## src/design/rs_div_consts.svh

```systemverilog
`ifndef RS_DIV_CONSTS_SVH
`define RS_DIV_CONSTS_SVH

// Station geometry
`define RS_ENTRIES 8
`define RS_WAKE_PORTS 5

// Field widths
`define RS_TAG_W 8
`define RS_PC_W 32
`define RS_OP_W 4

`endif
```

## src/design/rs_div_pkg.sv

```systemverilog
`default_nettype none

`include "rs_div_consts.svh"

package rs_div_pkg;

    typedef enum logic [`RS_OP_W-1:0] {
        DIV,
        DIVU,
        REM,
        REMU
    } div_op_e;

    // Issue lock FSM
    typedef enum logic {
        SEL_IDLE,
        SEL_HOLD
    } sel_state_e;

    typedef struct packed {
        logic [`RS_PC_W-1:0] pc;
        logic [`RS_TAG_W-1:0] rd;
        div_op_e op;
        logic [`RS_TAG_W-1:0] src1;
        logic [`RS_TAG_W-1:0] src2;
    } rs_payload_t;

    typedef struct packed {
        rs_payload_t payload;
        logic src1_ready;
        logic src2_ready;
    } rs_dispatch_t;

    typedef struct packed {
        logic valid;
        logic [`RS_TAG_W-1:0] tag;
    } wakeup_t;

    // Ports in order ALU, MUL, DIV, load, branch
    typedef wakeup_t [`RS_WAKE_PORTS-1:0] wakeup_bus_t;

    // True when any valid broadcast carries this tag
    function automatic logic wakeup_hit(input wakeup_bus_t bus,
                                        input logic [`RS_TAG_W-1:0] tag);
        logic hit;
        hit = 1'b0;
        for (int p = 0; p < `RS_WAKE_PORTS; p++) begin
            if (bus[p].valid && bus[p].tag == tag) begin
                hit = 1'b1;
            end
        end
        return hit;
    endfunction

endpackage

`default_nettype wire

```

## src/design/rs_div.sv

```systemverilog
`default_nettype none

`include "rs_div_consts.svh"

module rs_div (
    input wire clk,
    input wire reset,
    input wire disp_valid,
    input wire rs_div_pkg::rs_dispatch_t disp,
    output logic disp_ready,
    input wire rs_div_pkg::wakeup_bus_t wakeup,
    output logic issue_valid,
    output rs_div_pkg::rs_payload_t issue,
    input wire issue_ready
);

    logic [`RS_ENTRIES-1:0] alloc;
    logic [`RS_ENTRIES-1:0] occupied;
    logic [`RS_ENTRIES-1:0] req;
    logic [`RS_ENTRIES-1:0] release_en;
    rs_div_pkg::rs_dispatch_t alloc_data; // Shared by all entries
    rs_div_pkg::rs_payload_t payloads [`RS_ENTRIES];

    rs_dispatch u_dispatch (
        .clk(clk),
        .reset(reset),
        .disp_valid(disp_valid),
        .disp(disp),
        .disp_ready(disp_ready),
        .wakeup(wakeup),
        .occupied(occupied),
        .alloc(alloc),
        .alloc_data(alloc_data)
    );

    for (genvar i = 0; i < `RS_ENTRIES; i++) begin : g_entry
        rs_entry u_entry (
            .clk(clk),
            .reset(reset),
            .alloc(alloc[i]),
            .alloc_data(alloc_data),
            .wakeup(wakeup),
            .release_en(release_en[i]),
            .occupied(occupied[i]),
            .req(req[i]),
            .payload(payloads[i])
        );
    end

    rs_issue_select u_select (
        .clk(clk),
        .reset(reset),
        .alloc(alloc),
        .req(req),
        .payloads(payloads),
        .issue_valid(issue_valid),
        .issue(issue),
        .issue_ready(issue_ready),
        .release_en(release_en)
    );

endmodule

`default_nettype wire

```

## src/design/rs_issue_select.sv

```systemverilog
`default_nettype none

`include "rs_div_consts.svh"

module rs_issue_select (
    input wire clk,
    input wire reset,
    input wire [`RS_ENTRIES-1:0] alloc,
    input wire [`RS_ENTRIES-1:0] req,
    input wire rs_div_pkg::rs_payload_t payloads [`RS_ENTRIES],
    output logic issue_valid,
    output rs_div_pkg::rs_payload_t issue,
    input wire issue_ready,
    output logic [`RS_ENTRIES-1:0] release_en
);

    localparam int IDX_W = $clog2(`RS_ENTRIES);

    // older_than[i][j] set when entry j is older than entry i
    logic [`RS_ENTRIES-1:0] older_than [`RS_ENTRIES];
    logic [`RS_ENTRIES-1:0] oldest;
    logic [IDX_W-1:0] oldest_idx;
    logic [IDX_W-1:0] lock_idx;
    logic [IDX_W-1:0] sel_idx;
    logic holding;
    logic transfer;
    rs_div_pkg::sel_state_e state;

    // New entry is younger than every other slot
    always_ff @(posedge clk) begin
        for (int i = 0; i < `RS_ENTRIES; i++) begin
            if (reset) begin
                older_than[i] <= '0;
            end else if (alloc[i]) begin
                older_than[i] <= ~alloc;
            end else begin
                older_than[i] <= older_than[i] & ~alloc;
            end
        end
    end

    // Requester with no older requester
    always_comb begin
        for (int i = 0; i < `RS_ENTRIES; i++) begin
            oldest[i] = req[i] && !(|(older_than[i] & req));
        end
    end

    always_comb begin
        oldest_idx = '0;
        for (int i = 0; i < `RS_ENTRIES; i++) begin
            if (oldest[i]) begin
                oldest_idx = IDX_W'(i);
            end
        end
    end

    assign holding = (state == rs_div_pkg::SEL_HOLD);
    assign sel_idx = holding ? lock_idx : oldest_idx;
    assign issue_valid = holding || (|oldest);
    assign issue = payloads[sel_idx];
    assign transfer = issue_valid && issue_ready;

    always_comb begin
        release_en = '0;
        if (transfer) begin
            release_en[sel_idx] = 1'b1;
        end
    end

    // Lock the presented entry under back-pressure
    always_ff @(posedge clk) begin
        if (reset) begin
            state <= rs_div_pkg::SEL_IDLE;
            lock_idx <= '0;
        end else begin
            case (state)
                rs_div_pkg::SEL_IDLE: begin
                    if (issue_valid && !issue_ready) begin
                        state <= rs_div_pkg::SEL_HOLD;
                        lock_idx <= oldest_idx;
                    end
                end
                rs_div_pkg::SEL_HOLD: begin
                    if (issue_ready) begin
                        state <= rs_div_pkg::SEL_IDLE; // Entry freed on acceptance
                    end
                end
                default: begin
                    state <= rs_div_pkg::SEL_IDLE;
                end
            endcase
        end
    end

endmodule

`default_nettype wire

```

## src/design/rs_entry.sv

```systemverilog
`default_nettype none

`include "rs_div_consts.svh"

module rs_entry (
    input wire clk,
    input wire reset,
    input wire alloc,
    input wire rs_div_pkg::rs_dispatch_t alloc_data,
    input wire rs_div_pkg::wakeup_bus_t wakeup,
    input wire release_en,
    output logic occupied,
    output logic req,
    output rs_div_pkg::rs_payload_t payload
);

    logic src1_ready;
    logic src2_ready;
    logic src1_hit;
    logic src2_hit;

    assign src1_hit = rs_div_pkg::wakeup_hit(wakeup, payload.src1);
    assign src2_hit = rs_div_pkg::wakeup_hit(wakeup, payload.src2);

    always_ff @(posedge clk) begin
        if (reset) begin
            occupied <= 1'b0;
            src1_ready <= 1'b0;
            src2_ready <= 1'b0;
        end else if (alloc) begin
            occupied <= 1'b1;
            src1_ready <= alloc_data.src1_ready; // Already bypassed
            src2_ready <= alloc_data.src2_ready;
        end else begin
            if (release_en) begin
                occupied <= 1'b0;
            end
            if (occupied && !src1_ready && src1_hit) begin
                src1_ready <= 1'b1;
            end
            if (occupied && !src2_ready && src2_hit) begin
                src2_ready <= 1'b1;
            end
        end
    end

    always_ff @(posedge clk) begin
        if (alloc) begin
            payload <= alloc_data.payload;
        end
    end

    assign req = occupied && src1_ready && src2_ready;

endmodule

`default_nettype wire

```

## src/design/rs_dispatch.sv

```systemverilog
`default_nettype none

`include "rs_div_consts.svh"

module rs_dispatch (
    input wire clk,
    input wire reset,
    input wire disp_valid,
    input wire rs_div_pkg::rs_dispatch_t disp,
    output logic disp_ready,
    input wire rs_div_pkg::wakeup_bus_t wakeup,
    input wire [`RS_ENTRIES-1:0] occupied,
    output logic [`RS_ENTRIES-1:0] alloc,
    output rs_div_pkg::rs_dispatch_t alloc_data
);

    localparam int CNT_W = $clog2(`RS_ENTRIES) + 1;

    logic [`RS_ENTRIES-1:0] free_pick;
    logic [`RS_ENTRIES-1:0] occ_q;
    logic [CNT_W-1:0] in_flight;
    logic accept;
    logic retire;

    // Lowest-index empty entry wins
    always_comb begin
        free_pick = '0;
        for (int i = `RS_ENTRIES - 1; i >= 0; i--) begin
            if (!occupied[i]) begin
                free_pick = '0;
                free_pick[i] = 1'b1;
            end
        end
    end

    assign disp_ready = ~&occupied;
    assign accept = disp_valid && disp_ready;
    assign alloc = accept ? free_pick : '0;

    // Same-cycle wakeup bypass
    always_comb begin
        alloc_data = disp;
        alloc_data.src1_ready = disp.src1_ready
                              | rs_div_pkg::wakeup_hit(wakeup, disp.payload.src1);
        alloc_data.src2_ready = disp.src2_ready
                              | rs_div_pkg::wakeup_hit(wakeup, disp.payload.src2);
    end

    // An entry that drops occupied has been issued
    assign retire = |(occ_q & ~occupied);

    always_ff @(posedge clk) begin
        if (reset) begin
            occ_q <= '0;
            in_flight <= '0;
        end else begin
            occ_q <= occupied;
            in_flight <= in_flight + CNT_W'(accept) - CNT_W'(retire); // Accepted minus issued
        end
    end

endmodule

`default_nettype wire

```

## config.mk

```make
export PLATFORM = sky130hd
export DESIGN_NAME = rs_div
export DESIGN_NICKNAME = d
export VERILOG_FILES = /design/src/design/rs_div_pkg.sv /design/src/design/rs_div.sv /design/src/design/rs_issue_select.sv /design/src/design/rs_entry.sv /design/src/design/rs_dispatch.sv
export VERILOG_INCLUDE_DIRS = /design/src /design/src/design
export SDC_FILE = /design/constraint.sdc
export NUM_CORES = 1
export LEC_CHECK = 0
export BUFFER_PORTS_ARGS = -buffer_cell sky130_fd_sc_hd__buf_2
export CAP_MARGIN = 20
export CORE_MARGIN = 4
export CORE_UTILIZATION = 56
export CTS_CLUSTER_DIAMETER = 120
export DETAILED_ROUTE_END_ITERATION = 12
export GPL_ROUTABILITY_DRIVEN = 0
export PLACE_DENSITY_LB_ADDON = 0.3
export SYNTH_ARGS = -nofsm -noshare
export SYNTH_HDL_FRONTEND = slang
export SYNTH_HIERARCHICAL = 1
export SYNTH_SLANG_ARGS = --single-unit
```

## constraint.sdc

```tcl
create_clock -name clk -period 6.5 [get_ports clk]
set_input_delay 0.975 -clock clk [delete_from_list [all_inputs] [get_ports clk]]
set_output_delay 0.975 -clock clk [all_outputs]
set_load 0.005 [all_outputs]
```

==> flow_summary_export.csv <==
group,metric,value,unit
routing,dr.first_iter.drc_count,2810,
yosys,yosys_warnings,6,
yosys,avgSynthCellArea,12.3,µm²
routing,wl,99.3,mm
critical_path,startpoint_type,"flip-flop",
yosys,syn_area,32600,µm²
critical_path,slowest_delay,0.81,ns
floorplan,ios,173,
yosys,ys_ff_latch,572,
routing,avgRoutedWirePerCell,28.5,µm
clock_tree,clockBufferDepth,3,
job,cap_viol_max_count,0,
critical_path,worstPathCellList,"and3_1 > a22oi_1 > a311oi_1 > o311a_1 > o21a_4 > buf_4 > mux2i_1 > o22ai_1 > buf_2",
floorplan,die_w,249,µm
routing,first_pass_iters,7,
timing,finalSetupTns,0,ns
clock_tree,cts_setup_buffers,0,
critical_path,r2r_start,"g_entry[0].u_entry/occupied$_SDFFE_PP0P_",
placed_design,place_ws,1.46,ns
critical_path,worstPathArrival,4.96,ns
timing,maxSlewHeadroom,27.8,%
timing,hold_viol,0,
timing,setup_violations,0,
timing,rsz0062_at_grt,"false",
min_path,hold_path.class,"flip-flop to flip-flop",
pwr,p_seq_share,52.1,%
min_path,hold_start,"u_select/lock_idx[0]$_SDFFE_PP0P_",
yosys,synth-simple-area-share,9.32,%
clock_tree,post_cts_resize_count,0,
yosys,synth_top_family_by_area,"XOR/XNOR gates",
outcome,status,"finished, final reports clean",
critical_path,timing.critical_path.buf_inv,2,
routing,vias_per_cell,6.61,
yosys,synth_adder_area_share,0,%
clock_tree,root_buffer,"clkbuf_16",
yosys,ys_types,56,
clock_tree,cts_tree,"done",
yosys,synth_compound_area_share,11.4,%
clock_tree,cts_hold_buf,0,
finish,multi_input_area,14100,µm²
finish,seqCellArea,16900,µm²
yosys,ys.flop_type,"edfxtp_1",
critical_path,rrSetupSlack,2.18,ns
finish,fillers,4488,
critical_path,path_delay_family,"compound AO/OA/AOI/OAI gates",
yosys,synth_edf_count,544,
timing,min_period,5.94,ns
placed_design,dp_hpwl,59.1,mm
grt,first_global_vias,22900,
finish,nets,2778,
timing,period_share,91.3,%
pwr,cell_internal_pwr,6.08,mW
grt,overflow,0,
yosys,synth_mux_area_share,1.84,%
pwr,comb_power_share,8.5,%
routing,remaining_drc_errors,0,
pwr,p_leak,11.7,nW
timing,finClkSkew,0.0307,ns
grt,grt_max_degree,71,
yosys,synth_top_cell_by_area,"edfxtp_1",
timing,worstMarginPinSlew,1.06,ns
timing,fmax,168,MHz
yosys,ys_seq_area_share,51.9,%
finish,area_growth,7.19,%
pwr,pwr-share-clk,39.4,%
yosys,yosysMostFrequentCell,"edfxtp_1",
clock_tree,h-tree-depth,2,
floorplan,initial_core_util,56.5,%
yosys,synth_top_area_share,50.2,%
pwr,netSwitchingPower,1.95,mW
routing,num_vias,23000,
floorplan,core_area,57600,µm²
pwr,ir_drop,0.235,mV
yosys,async_reset_ff_share,0,%
yosys,synth_cells,2637,
routing,ant_nets,0,
yosys,synth-xor-area-share,19.6,%
grt,track_usage,30.7,%
clock_tree,numCtsBuffers,57,
timing,final_max_slew_viol_count,0,
floorplan,die_area,62100,µm²
critical_path,cp-end-kind,"primary output",
timing,fin_ws,0.564,ns
critical_path,critical_path_class,"flip-flop to primary output",
clock_tree,numClockSinks,572,
placed_design,port_buffers,172,
critical_path,cp_max_fo,51,
clock_tree,path_clk_slew,0.06,ns
critical_path,cp_data_required_time,5.52,ns
grt,grt_first_pass_wirelength,146,mm
yosys,synth.area.top_cells,"edfxtp_1 50%, xor2_1 14%, xnor2_1 4.7%",
clock_tree,insertion_delay,0.64,ns
floorplan,die-height,249,µm
finish,drive_gt1_share,13.1,%
pwr,sw_frac_of_total,24.3,%
yosys,yosys-top-cells-count,"544 x edfxtp_1, 538 x xor2_1, 173 x xnor2_1, 128 x and2_1, 120 x a21boi_0",
critical_path,crit_start,"g_entry[0].u_entry/occupied$_SDFFE_PP0P_",
pwr,power_density,230,nW/µm²
critical_path,cp_slowest_cell,"buf_4",
grt,antenna_found_initial,3,
floorplan,rows,88,
-- layout by cell type, fill, tap and decap left out, types with 9 or more instances in the layout --
cell | netlist | layout
edfxtp_1 | 544 | 544
nor2_1 | 60 | 57
a21oi_1 | 27 | 27
a21boi_0 | 120 | 120
inv_1 | 9 | 9
xnor2_1 | 173 | 173
clkinv_1 | 0 | 15
clkbuf_16 | 0 | 57
xor2_1 | 538 | 538
o21a_1 | 57 | 56
clkbuf_1 | 66 | 9
dfxtp_1 | 28 | 28
buf_4 | 89 | 33
a2111oi_2 | 30 | 30
nand2_1 | 14 | 14
and4_1 | 10 | 10
nand4_1 | 96 | 96
xor2_2 | 9 | 9
and2_1 | 128 | 128
mux2i_1 | 60 | 60
nor3_1 | 72 | 72
conb_1 | 1 | 64
buf_2 | 94 | 172
a311oi_1 | 19 | 19
a22oi_1 | 22 | 22
a211oi_1 | 19 | 19
o22ai_1 | 60 | 60
a2111oi_0 | 88 | 86
nor4_1 | 89 | 89
-- flip-flops by register name (all words and copies together), names as in the netlist --
signal	flops
g_entry.u_entry/occupied	8
g_entry.u_entry/src2_ready	8
g_entry.u_entry/payload	480
u_select/holding	1
u_select/lock_idx	3
g_entry.u_entry/src1_ready	8
u_select/older_than	64
-- metrics by stage --
| step | hold WS [ns] | cells | utilization [%] | cell area (µm²) | total power [mW] |
|---|---|---|---|---|---|
| 2_1_floorplan | 0.471 | 2700 | - | 32800 | 4.62 |
| 3_3_place_gp | 0.492 | 3372 | 57.5 | 33100 | 4.89 |
| 3_5_place_dp | 0.515 | 3372 | 57.5 | 33100 | 4.91 |
| 4_1_cts | 0.522 | 3478 | 60.6 | 34900 | 8.04 |
| 5_1_grt | 0.540 | 3479 | 60.6 | 34900 | 8.26 |
| 6_report | 0.519 | 3480 | 60.6 | 34900 | 8.02 |
-- final timing paths --
path,depth (start not counted),to
setup / recovery,9,issue[35]
hold / removal,2,u_select/lock_idx[0]$_SDFFE_PP0P_
setup reg to reg,11,g_entry[4].u_entry/occupied$_SDFFE_PP0P_
hold reg to reg,2,u_select/lock_idx[0]$_SDFFE_PP0P_
-- cells by family after synthesis --
kind of cell	Yosys count
xor+xnor	720
flops	572
simple gates	515
compound gates	459
buf+inv	310
mux	60
other cells	1
-- final cells by class --
type | count | area share (%)
sequential | 572 | 48.4
multi-input combinational | 1818 | 40.3
clock buffer | 69 | 4.30
timing repair buffer | 207 | 3.27
tap | 765 | 2.74
clock inverter | 37 | 0.821
inverter | 11 | 0.118
antenna | 1 | 0.00717
-- power groups by stage --
stage | clock network [mW] | logic, mW | registers [mW]
floorplan | 0 | 0.403 | 4.22
global route | 3.35 | 0.721 | 4.18
CTS | 3.20 | 0.663 | 4.18
finish | 3.16 | 0.686 | 4.18
global placement | 0 | 0.639 | 4.25
detailed placement | 0 | 0.659 | 4.26
-- metal layers --
metal	share of wire (%)	GRT usage [%]	wire length (µm)	up-vias
met3	12	8.75	11600	384
li1	-	-	-	9689
met2	45	47.9	44500	1562
met4	4.9	13.1	4880	6
met5	0.045	0	45	-
met1	39	40.6	38300	11400
-- worst register-to-register path: stages (launching register included) --
cell and delay (ns):
dfxtp_1 0.59, and3_1 0.56, a22oi_1 0.24, and3_4 0.24, o311a_1 0.39, o21ai_4 0.81
buf_4 0.56, nand3_1 0.35, a21oi_1 0.20, inv_1 0.06, a21oi_1 0.14, nor2_1 0.05
Power figures use the tool's default switching activity.
